===== config.mk =====
export PLATFORM = sky130hd
export DESIGN_NAME = trdb_tracer
export DESIGN_NICKNAME = d
export VERILOG_FILES = /design/src/verilog/trdb_pkg.sv /design/src/verilog/trdb_stream_fifo.sv /design/src/verilog/trdb_branch_map.sv /design/src/verilog/trdb_priority.sv /design/src/verilog/trdb_packet_emitter.sv /design/src/verilog/trdb_tracer.sv
export VERILOG_INCLUDE_DIRS = /design/src /design/src/verilog
export SDC_FILE = /design/constraint.sdc
export NUM_CORES = 1
export LEC_CHECK = 0
export BUFFER_PORTS_ARGS = -buffer_cell sky130_fd_sc_hd__buf_2
export CORE_MARGIN = 5
export CORE_UTILIZATION = 50
export CTS_CLUSTER_DIAMETER = 50
export DETAILED_ROUTE_END_ITERATION = 10
export PLACE_DENSITY = 0.68
export SLEW_MARGIN = 20
export SYNTH_ARGS = -nofsm -noshare
export SYNTH_HDL_FRONTEND = slang
export SYNTH_SLANG_ARGS = --single-unit

===== constraint.sdc =====
create_clock -name clk_i -period 4.6 [get_ports clk_i]
set_clock_uncertainty 0.15 [all_clocks]
set_input_delay 1.38 -clock clk_i [delete_from_list [all_inputs] [get_ports clk_i]]
set_output_delay 1.38 -clock clk_i [all_outputs]
set_load 0.02 [all_outputs]

===== src/verilog/trdb_settings.svh =====
// Widths and buffer depths of the trace encoder

`ifndef TRDB_SETTINGS_SVH
`define TRDB_SETTINGS_SVH

// Instruction fields
`define TRDB_XLEN 32
`define TRDB_PRIVLEN 2
`define TRDB_CAUSELEN 5

// Packet vector and its length field
`define TRDB_PACKET_LEN 72
`define TRDB_PACKET_HEADER_LEN 7

// Branch map capacity and the width of its count
`define TRDB_BRANCH_MAP_LEN 31
`define TRDB_BRANCH_CNT_LEN 5

// Stream buffer depths
`define TRDB_IN_STAGES 2
`define TRDB_PACKET_STAGES 4

`endif


===== src/verilog/trdb_pkg.sv =====
// Trace encoder types: packet format codes, retired instruction,
// packet request and buffered packet

`include "trdb_settings.svh"

package trdb_pkg;

    typedef enum logic [1:0] {
        F_BRANCH_FULL = 2'd0,
        F_BRANCH_DIFF = 2'd1,
        F_ADDR_ONLY   = 2'd2,
        F_SYNC        = 2'd3
    } trdb_format_t;

    typedef enum logic [1:0] {
        SF_START     = 2'd0,
        SF_EXCEPTION = 2'd1,
        SF_CONTEXT   = 2'd2,
        SF_UNDEF     = 2'd3
    } trdb_subformat_t;

    typedef logic [`TRDB_PACKET_LEN-1:0]        trdb_bits_t;
    typedef logic [`TRDB_PACKET_HEADER_LEN-1:0] trdb_len_t;

    // One retired instruction as reported by the core
    typedef struct packed {
        logic [`TRDB_XLEN-1:0]     iaddr;
        logic [`TRDB_PRIVLEN-1:0]  priv;
        logic                      is_branch;
        logic                      taken;
        logic                      is_jump;
        logic                      exception;
        logic                      interrupt;
        logic [`TRDB_CAUSELEN-1:0] cause;
    } trdb_instr_t;

    typedef struct packed {
        trdb_bits_t bits;
        trdb_len_t  len;
    } trdb_packet_t;

    typedef struct packed {
        trdb_format_t              format;
        trdb_subformat_t           subformat;
        logic [`TRDB_XLEN-1:0]     iaddr;
        logic [`TRDB_PRIVLEN-1:0]  priv;
        logic                      is_branch;
        logic                      interrupt;
        logic [`TRDB_CAUSELEN-1:0] cause;
        // Branch-full packet carries iaddr after the map
        logic                      with_addr;
    } trdb_pkt_req_t;

endpackage


===== src/verilog/trdb_stream_fifo.sv =====
// Valid/grant stream FIFO with a configurable payload type

module trdb_stream_fifo #(
    parameter type         payload_t = logic,
    parameter int unsigned Depth     = 2
) (
    input  logic     clk_i,
    input  logic     rst_ni,
    input  payload_t data_i,
    input  logic     valid_i,
    output logic     grant_o,
    output payload_t data_o,
    output logic     valid_o,
    input  logic     grant_i
);
    localparam int unsigned PtrW = (Depth > 1) ? $clog2(Depth) : 1;
    localparam int unsigned CntW = $clog2(Depth + 1);
    localparam logic [PtrW-1:0] LastPtr = PtrW'(Depth - 1);
    localparam logic [CntW-1:0] FullCnt = CntW'(Depth);

    payload_t        mem_q [Depth];
    logic [PtrW-1:0] rd_ptr_q, wr_ptr_q;
    logic [CntW-1:0] count_q;
    logic            push, pop;

    assign grant_o = (count_q != FullCnt);
    assign valid_o = (count_q != '0);
    assign push    = valid_i & grant_o;
    assign pop     = valid_o & grant_i;
    assign data_o  = mem_q[rd_ptr_q];

    function automatic logic [PtrW-1:0] next_ptr(input logic [PtrW-1:0] ptr);
        return (ptr == LastPtr) ? '0 : ptr + 1'b1;
    endfunction

    always_ff @(posedge clk_i) begin
        if (push) begin
            mem_q[wr_ptr_q] <= data_i;
        end
    end

    always_ff @(posedge clk_i or negedge rst_ni) begin
        if (!rst_ni) begin
            rd_ptr_q <= '0;
            wr_ptr_q <= '0;
            count_q  <= '0;
        end else begin
            if (push) wr_ptr_q <= next_ptr(wr_ptr_q);
            if (pop) rd_ptr_q <= next_ptr(rd_ptr_q);
            // Simultaneous push and pop leaves the occupancy unchanged
            if (push && !pop) count_q <= count_q + 1'b1;
            else if (pop && !push) count_q <= count_q - 1'b1;
        end
    end

endmodule


===== src/verilog/trdb_branch_map.sv =====
// Branch outcome map with count, full flag and flush

`include "trdb_settings.svh"

module trdb_branch_map (
    input  logic                                clk_i,
    input  logic                                rst_ni,
    input  logic                                shift_valid_i,
    input  logic                                taken_i,
    input  logic                                flush_i,
    output logic [`TRDB_BRANCH_MAP_LEN-1:0]     map_o,
    output logic [`TRDB_BRANCH_CNT_LEN-1:0]     cnt_o,
    output logic                                full_o
);
    localparam logic [`TRDB_BRANCH_CNT_LEN-1:0] FullCnt = `TRDB_BRANCH_MAP_LEN;

    logic [`TRDB_BRANCH_MAP_LEN-1:0] map_q;
    logic [`TRDB_BRANCH_CNT_LEN-1:0] cnt_q;

    assign map_o  = map_q;
    assign cnt_o  = cnt_q;
    assign full_o = (cnt_q == FullCnt);

    always_ff @(posedge clk_i or negedge rst_ni) begin
        if (!rst_ni) begin
            map_q <= '0;
            cnt_q <= '0;
        end else if (flush_i) begin
            // Flush wins over an append in the same cycle
            map_q <= '0;
            cnt_q <= '0;
        end else if (shift_valid_i && !full_o) begin
            // Oldest outcome sits in bit 0
            map_q[cnt_q] <= taken_i;
            cnt_q        <= cnt_q + 1'b1;
        end
    end

endmodule


===== src/verilog/trdb_priority.sv =====
// Packet decision FSM: pops retired instructions, feeds the branch map
// and requests packets from the emitter

`include "trdb_settings.svh"

module trdb_priority (
    input  logic                            clk_i,
    input  logic                            rst_ni,
    input  trdb_pkg::trdb_instr_t           instr_i,
    input  logic                            instr_valid_i,
    output logic                            instr_pop_o,
    input  logic [`TRDB_BRANCH_CNT_LEN-1:0] map_cnt_i,
    input  logic                            map_full_i,
    output logic                            shift_valid_o,
    output logic                            taken_o,
    output trdb_pkg::trdb_pkt_req_t         req_o,
    output logic                            req_valid_o,
    input  logic                            emit_ready_i
);
    import trdb_pkg::*;

    typedef enum logic [1:0] {
        IDLE,
        FLUSH_WAIT,
        EXC_SECOND
    } state_e;

    state_e      state_q, state_d;
    logic        first_q, first_d;
    logic        exc_pend_q, exc_pend_d;
    logic        save_instr;
    trdb_instr_t instr_q;
    trdb_instr_t cur_instr;

    // The second exception packet describes the instruction popped earlier
    assign cur_instr = (state_q == EXC_SECOND) ? instr_q : instr_i;
    assign taken_o   = instr_i.taken;

    always_comb begin
        state_d       = state_q;
        first_d       = first_q;
        exc_pend_d    = exc_pend_q;
        save_instr    = 1'b0;
        instr_pop_o   = 1'b0;
        shift_valid_o = 1'b0;
        req_valid_o   = 1'b0;

        req_o.format    = F_SYNC;
        req_o.subformat = SF_START;
        req_o.iaddr     = cur_instr.iaddr;
        req_o.priv      = cur_instr.priv;
        req_o.is_branch = cur_instr.is_branch;
        req_o.interrupt = cur_instr.interrupt;
        req_o.cause     = cur_instr.cause;
        req_o.with_addr = 1'b0;

        case (state_q)
            IDLE: begin
                if (emit_ready_i) begin
                    if (map_full_i) begin
                        // Map filled by the previous branch
                        req_valid_o  = 1'b1;
                        req_o.format = F_BRANCH_FULL;
                        state_d      = FLUSH_WAIT;
                    end else if (instr_valid_i) begin
                        instr_pop_o = 1'b1;
                        first_d     = 1'b0;
                        if (instr_i.exception) begin
                            req_valid_o = 1'b1;
                            state_d     = FLUSH_WAIT;
                            if (map_cnt_i != '0) begin
                                // Drain pending branches before the sync packet
                                req_o.format    = F_BRANCH_FULL;
                                req_o.with_addr = 1'b1;
                                exc_pend_d      = 1'b1;
                                save_instr      = 1'b1;
                            end else begin
                                req_o.subformat = SF_EXCEPTION;
                            end
                        end else if (first_q) begin
                            req_valid_o = 1'b1;
                            state_d     = FLUSH_WAIT;
                        end else if (instr_i.is_jump) begin
                            req_valid_o = 1'b1;
                            state_d     = FLUSH_WAIT;
                            if (map_cnt_i != '0) begin
                                req_o.format    = F_BRANCH_FULL;
                                req_o.with_addr = 1'b1;
                            end else begin
                                req_o.format = F_ADDR_ONLY;
                            end
                        end else if (instr_i.is_branch) begin
                            shift_valid_o = 1'b1;
                        end
                    end
                end
            end
            FLUSH_WAIT: begin
                state_d = exc_pend_q ? EXC_SECOND : IDLE;
            end
            EXC_SECOND: begin
                if (emit_ready_i) begin
                    req_valid_o     = 1'b1;
                    req_o.subformat = SF_EXCEPTION;
                    exc_pend_d      = 1'b0;
                    state_d         = FLUSH_WAIT;
                end
            end
            default: state_d = IDLE;
        endcase
    end

    always_ff @(posedge clk_i) begin
        if (save_instr) begin
            instr_q <= instr_i;
        end
    end

    always_ff @(posedge clk_i or negedge rst_ni) begin
        if (!rst_ni) begin
            state_q    <= IDLE;
            first_q    <= 1'b1;
            exc_pend_q <= 1'b0;
        end else begin
            state_q    <= state_d;
            first_q    <= first_d;
            exc_pend_q <= exc_pend_d;
        end
    end

endmodule


===== src/verilog/trdb_packet_emitter.sv =====
// Packet assembly for each requested format, packet buffer and
// branch map flush

`include "trdb_settings.svh"

module trdb_packet_emitter (
    input  logic                            clk_i,
    input  logic                            rst_ni,
    input  trdb_pkg::trdb_pkt_req_t         req_i,
    input  logic                            req_valid_i,
    input  logic [`TRDB_BRANCH_MAP_LEN-1:0] branch_map_i,
    input  logic [`TRDB_BRANCH_CNT_LEN-1:0] branch_map_cnt_i,
    output logic                            emit_ready_o,
    output logic                            branch_map_flush_o,
    output trdb_pkg::trdb_packet_t          packet_o,
    output logic                            packet_valid_o,
    input  logic                            packet_grant_i
);
    import trdb_pkg::*;

    localparam int SyncStartLen = 2 + 2 + `TRDB_PRIVLEN + 1 + `TRDB_XLEN;
    localparam int SyncExcLen   = SyncStartLen + `TRDB_CAUSELEN + 1;
    localparam int AddrOnlyLen  = 2 + `TRDB_XLEN;

    logic [`TRDB_BRANCH_CNT_LEN-1:0] branch_off;
    logic [`TRDB_BRANCH_MAP_LEN-1:0] map_mask;
    trdb_bits_t                      map_field;
    trdb_bits_t                      addr_field;
    trdb_packet_t                    packet;
    logic                            flush_q;

    // Map field is rounded up to one of the fixed widths
    always_comb begin
        if (branch_map_cnt_i <= 1) branch_off = 5'd1;
        else if (branch_map_cnt_i <= 9) branch_off = 5'd9;
        else if (branch_map_cnt_i <= 17) branch_off = 5'd17;
        else if (branch_map_cnt_i <= 25) branch_off = 5'd25;
        else branch_off = 5'd31;
    end

    // Wraps to all ones for the full 31 bit width
    assign map_mask   = ({{(`TRDB_BRANCH_MAP_LEN-1){1'b0}}, 1'b1} << branch_off) - 1'b1;
    assign map_field  = trdb_bits_t'(branch_map_i & map_mask);
    assign addr_field = trdb_bits_t'(req_i.iaddr);

    always_comb begin
        packet           = '0;
        packet.bits[1:0] = req_i.format;

        case (req_i.format)
            F_BRANCH_FULL: begin
                packet.bits[6:2] = branch_map_cnt_i;
                packet.bits      = packet.bits | (map_field << 7);
                if (req_i.with_addr) begin
                    packet.bits = packet.bits | (addr_field << (7 + branch_off));
                    packet.len  = trdb_len_t'(9 + branch_off + `TRDB_XLEN);
                end else begin
                    packet.len  = trdb_len_t'(9 + branch_off);
                end
            end
            F_ADDR_ONLY: begin
                packet.bits[2+:`TRDB_XLEN] = req_i.iaddr;
                packet.len                 = trdb_len_t'(AddrOnlyLen);
            end
            F_SYNC: begin
                if (req_i.subformat == SF_EXCEPTION) begin
                    packet.bits[2+:SyncExcLen-2] = {req_i.interrupt, req_i.cause,
                                                    req_i.iaddr, req_i.is_branch,
                                                    req_i.priv, req_i.subformat};
                    packet.len = trdb_len_t'(SyncExcLen);
                end else begin
                    packet.bits[2+:SyncStartLen-2] = {req_i.iaddr, req_i.is_branch,
                                                      req_i.priv, req_i.subformat};
                    packet.len = trdb_len_t'(SyncStartLen);
                end
            end
            // Differential address is never requested
            default: packet.len = '0;
        endcase
    end

    trdb_stream_fifo #(
        .payload_t(trdb_packet_t),
        .Depth    (`TRDB_PACKET_STAGES)
    ) u_packet_fifo (
        .clk_i  (clk_i),
        .rst_ni (rst_ni),
        .data_i (packet),
        .valid_i(req_valid_i),
        .grant_o(emit_ready_o),
        .data_o (packet_o),
        .valid_o(packet_valid_o),
        .grant_i(packet_grant_i)
    );

    // Every emitted packet consumes the map contents
    always_ff @(posedge clk_i or negedge rst_ni) begin
        if (!rst_ni) begin
            flush_q <= 1'b0;
        end else begin
            flush_q <= req_valid_i;
        end
    end

    assign branch_map_flush_o = flush_q;

endmodule


===== src/verilog/trdb_tracer.sv =====
// Trace encoder top: input buffer, packet decision, branch map and emitter

`include "trdb_settings.svh"

module trdb_tracer (
    input  logic                   clk_i,
    input  logic                   rst_ni,
    input  trdb_pkg::trdb_instr_t  instr_i,
    input  logic                   instr_valid_i,
    output logic                   instr_ready_o,
    output trdb_pkg::trdb_packet_t packet_o,
    output logic                   packet_valid_o,
    input  logic                   packet_grant_i
);
    import trdb_pkg::*;

    trdb_instr_t                     fifo_instr;
    logic                            fifo_valid;
    logic                            instr_pop;
    logic                            shift_valid;
    logic                            taken;
    logic                            map_flush;
    logic [`TRDB_BRANCH_MAP_LEN-1:0] map_bits;
    logic [`TRDB_BRANCH_CNT_LEN-1:0] map_cnt;
    logic                            map_full;
    trdb_pkt_req_t                   req;
    logic                            req_valid;
    logic                            emit_ready;

    trdb_stream_fifo #(
        .payload_t(trdb_instr_t),
        .Depth    (`TRDB_IN_STAGES)
    ) u_in_fifo (
        .clk_i  (clk_i),
        .rst_ni (rst_ni),
        .data_i (instr_i),
        .valid_i(instr_valid_i),
        .grant_o(instr_ready_o),
        .data_o (fifo_instr),
        .valid_o(fifo_valid),
        .grant_i(instr_pop)
    );

    trdb_priority u_priority (
        .clk_i        (clk_i),
        .rst_ni       (rst_ni),
        .instr_i      (fifo_instr),
        .instr_valid_i(fifo_valid),
        .instr_pop_o  (instr_pop),
        .map_cnt_i    (map_cnt),
        .map_full_i   (map_full),
        .shift_valid_o(shift_valid),
        .taken_o      (taken),
        .req_o        (req),
        .req_valid_o  (req_valid),
        .emit_ready_i (emit_ready)
    );

    trdb_branch_map u_branch_map (
        .clk_i        (clk_i),
        .rst_ni       (rst_ni),
        .shift_valid_i(shift_valid),
        .taken_i      (taken),
        .flush_i      (map_flush),
        .map_o        (map_bits),
        .cnt_o        (map_cnt),
        .full_o       (map_full)
    );

    trdb_packet_emitter u_packet_emitter (
        .clk_i             (clk_i),
        .rst_ni            (rst_ni),
        .req_i             (req),
        .req_valid_i       (req_valid),
        .branch_map_i      (map_bits),
        .branch_map_cnt_i  (map_cnt),
        .emit_ready_o      (emit_ready),
        .branch_map_flush_o(map_flush),
        .packet_o          (packet_o),
        .packet_valid_o    (packet_valid_o),
        .packet_grant_i    (packet_grant_i)
    );

endmodule


==> out/qor.yml <==
worst_setup_path:
  slowest_stage: "ha_1"
  cpPeakStageDelay_ns: 0.58
  path_cells: "inv_1, ha_1, or4b_4, a21boi_4, a21oi_1, or3_1, ha_1, inv_1, o21ai_0, a21oi_1, a311oi_1"
  criticalPathCategory: "flip-flop to flip-flop"
  crit_buf_inv: 2
  cp-start-kind: "flip-flop"
  worst_ep_required_time_ns: 4.74
  cp-end-kind: "flip-flop"
  critPathMaxFanout: 10
  crit_family: "compound AO/OA/AOI/OAI gates"
  crit_arrival_ns: 4.25
route:
  wl_per_cell_um: 27.4
  drt_iter0_drc: 1335
  first_pass_iters: 8
  drc: 0
  via_per_inst: 6.11
  via_count: 13400
  wirelength_mm: 60.2
  ant_nets: 0
yosys:
  synth_compound_area_frac: 0.0779
  synth_top_area_share: 0.605
  synth.avg_cell_area_um2: 15.4
  synth_warnings: 0
  yosys.area_share.xor_xnor: 0.00520
  netlist.top_cell.by_area: "edfxtp_1"
  synthTopCellsByCount: "edfxtp_1, nand2_1, nor2_1"
  syn-num-nets: 1493
  synth_flop_cell: "edfxtp_1"
  synth_top_family_by_area: "multiplexers"
  synthArstFlopShare: 0.105
  muxShareOfSynthArea: 0.143
  post-synth-top-count-cell: "edfxtp_1"
  synth_fa_ha_area_frac: 0.0158
  synth_area_leaders: "edfxtp_1, mux4_2, dfrtp_1, mux2_2, mux2i_1"
  syn_area_um2: 21900
  synthesis.instances: 1418
  yosysUniqueCellTypes: 89
  ys_ff_latch: 493
  synth_edf_count: 441
  synth-simple-area-share: 0.0699
  seq_area_frac_synth: 0.665
timing:
  setup_tns_ns: 0
  setup_viol: 0
  relSlewSlack: 0.301
  slew_violations: 0
  fmax_mhz: 243
  finalWorstPathRequiredPeriod_ns: 4.11
  period_share: 0.894
  finalHoldViolations: 0
  tightest_slew_ns: 1.05
  rsz0062_at_grt: "no"
die:
  io-pin-count: 129
  dieWidth_um: 219
  core-area_um2: 43200
  start_util: 0.507
  rows: 76
  fp.dieH_um: 219
  dieArea_um2: 48000
global_routing:
  antenna_found_initial: 1
  grt_pass1_wl_mm: 89.8
  grt_remaining_overflow: 0
  first_global_vias: 13600
  grt_max_degree: 51
  grt_usage: 0.253
power:
  p_leak_nw: 8.85
  total_power_w: 0.0184
  net-switching-power_w: 0.00700
  pwr-share-seq: 0.383
  power.density_nw_per_um2: 738
  comb_power_share: 0.409
  intPower_w: 0.0114
  peakVddDrop_mv: 0.363
  p_clk_frac: 0.207
  switching_share: 0.379
clock_network:
  cts_made_buffers: 52
  clkTransAtPathRegs_ns: 0.06
  worstSkewPairLatency_ns: 0.58
  clock-sinks: 493
  cts_tree: "built"
  cts-resized-gates: 0
  root_buffer: "clkbuf_16"
  cts_buffer_depth: 3
  h-tree-depth: 2
  cts_setup_buffers: 0
  cts_hold_buffers: 0
layout:
  drive_gt1_frac: 0.278
  finalNonFillerCells: 2199
  fin_nets: 1648
  diodes: 0
  final_cell_area_um2: 25000
  area_delta_synth_final_pct: 14.2
placed_design:
  place.gp.congestion: 0.988
  dp.cells: 2104
  dpl.hpwl_mm: 42.3
  portBuffers: 128
  postPlaceCellArea_um2: 23400
hold_path:
  hp-class: "flip-flop to flip-flop"
job:
  maxCapViolCount: 0
status:
  outcome: "complete, no violations"
[registers in the layout, summed over array words and instances (netlist names), 2 cells and up]
| name | flops |
|---|---|
| u_packet_emitter.u_packet_fifo.mem_q | 312 |
| u_in_fifo.mem_q | 88 |
| u_priority.instr_q | 41 |
| u_branch_map.map_o | 31 |
| u_branch_map.cnt_o | 5 |
| u_packet_emitter.u_packet_fifo.count_q | 3 |
| u_in_fifo.count_q | 2 |
| u_packet_emitter.u_packet_fifo.rd_ptr_q | 2 |
| u_packet_emitter.u_packet_fifo.wr_ptr_q | 2 |
| u_priority.state_q | 2 |
[worst register-to-register path, stage by stage, from the launching register on]
cell and delay [ns]:
dfrtp_1 0.49, inv_1 0.12, ha_1 0.21, or4b_4 0.52, a21boi_4 0.18, a21oi_1 0.18
or3_1 0.20, ha_1 0.58, inv_1 0.21, o21ai_0 0.35, a21oi_1 0.07, a311oi_1 0.56
[cell type report]
cell class,count,area (um2)
Timing Repair Buffer,187,1170
Fill cell,3403,18200
Tap cell,585,732
Inverter,25,93.8
Sequential cell,493,14600
Clock inverter,33,216
Clock buffer,62,1360
Multi-Input combinational cell,814,6860
[cell usage in the layout (no fill, tap or decap), types with 7 or more instances in the layout]
master and instances:
edfxtp_1 441, buf_2 128, nand2_1 108, nor2_1 83
mux4_2 78, mux2_2 71, mux2i_1 54, clkbuf_16 53
buf_4 52, a21oi_1 48, dfrtp_1 48, o21ai_0 45
nand3_1 45, ha_1 26, inv_1 21, a31oi_1 20
o22ai_1 18, a22oi_1 16, nor3_1 14, clkinv_1 13
nand2b_1 10, clkinv_2 10, o21ai_1 9, o211ai_1 9
and2_1 9, clkbuf_1 9, a221oi_1 8, a222oi_1 8
or3_1 7, xor2_1 7, buf_12 7
[power by group through the flow]
stage / sequential, W / clock [W] / combinational [W]
final: 0.00707 / 0.00383 / 0.00755
after global routing: 0.00717 / 0.00412 / 0.00802
after CTS: 0.00708 / 0.00390 / 0.00757
after detailed placement: 0.00717 / 0 / 0.00753
after global placement: 0.00709 / 0 / 0.00749
after floorplan: 0.00695 / 0 / 0.00487
[cell families after synthesis]
group                    count (synthesis)
flip-flops                             493
AND/OR/NAND/NOR                        325
AO/OA/AOI/OAI                          244
multiplexers                           205
buffers and inverters                  111
adder cells (fa/ha/maj)                 27
XOR/XNOR                                13
[routing by layer]
metal | GRT usage | wire length (um)
met1 | 0.366 | 25900
met2 | 0.389 | 27800
met3 | 0.0486 | 4370
met4 | 0.0906 | 2110
met5 | 0 | 0
[final timing paths]
| path | startpoint | endpoint | slack [ns] | cells past startpoint |
|---|---|---|---|---|
| worst max register to register | u_branch_map.cnt_o[1]$_DFFE_PN0P_ | u_packet_emitter.u_packet_fifo.mem_q[2][35]$_DFFE_PP_ | 0.49 | 11 |
| min in group asynchronous | rst_ni | u_priority.state_q[1]$_DFFE_PN0P_ | 0.61 | 1 |
| worst min-delay path | u_packet_emitter.u_packet_fifo.count_q[2]$_DFFE_PN0P_ | u_packet_emitter.u_packet_fifo.count_q[2]$_DFFE_PN0P_ | 0.34 | 1 |
| worst min register to register | u_packet_emitter.u_packet_fifo.count_q[2]$_DFFE_PN0P_ | u_packet_emitter.u_packet_fifo.count_q[2]$_DFFE_PN0P_ | 0.34 | 1 |
| max in group asynchronous | rst_ni | u_branch_map.map_o[21]$_DFFE_PN0P_ | 2.95 | 2 |
| worst max-delay path | u_branch_map.cnt_o[1]$_DFFE_PN0P_ | u_packet_emitter.u_packet_fifo.mem_q[2][35]$_DFFE_PP_ | 0.49 | 11 |
[stage by stage]
stage / hold WS, ns / util / worst slack (ns)
after floorplan: 0.297 / - / 0.678
after global placement: 0.312 / 0.542 / 0.682
after detailed placement: 0.331 / 0.542 / 0.514
after CTS: 0.339 / 0.579 / 0.480
after global routing: 0.350 / 0.579 / 0.208
final: 0.335 / 0.579 / 0.488
(Power assumes the default switching activity.)
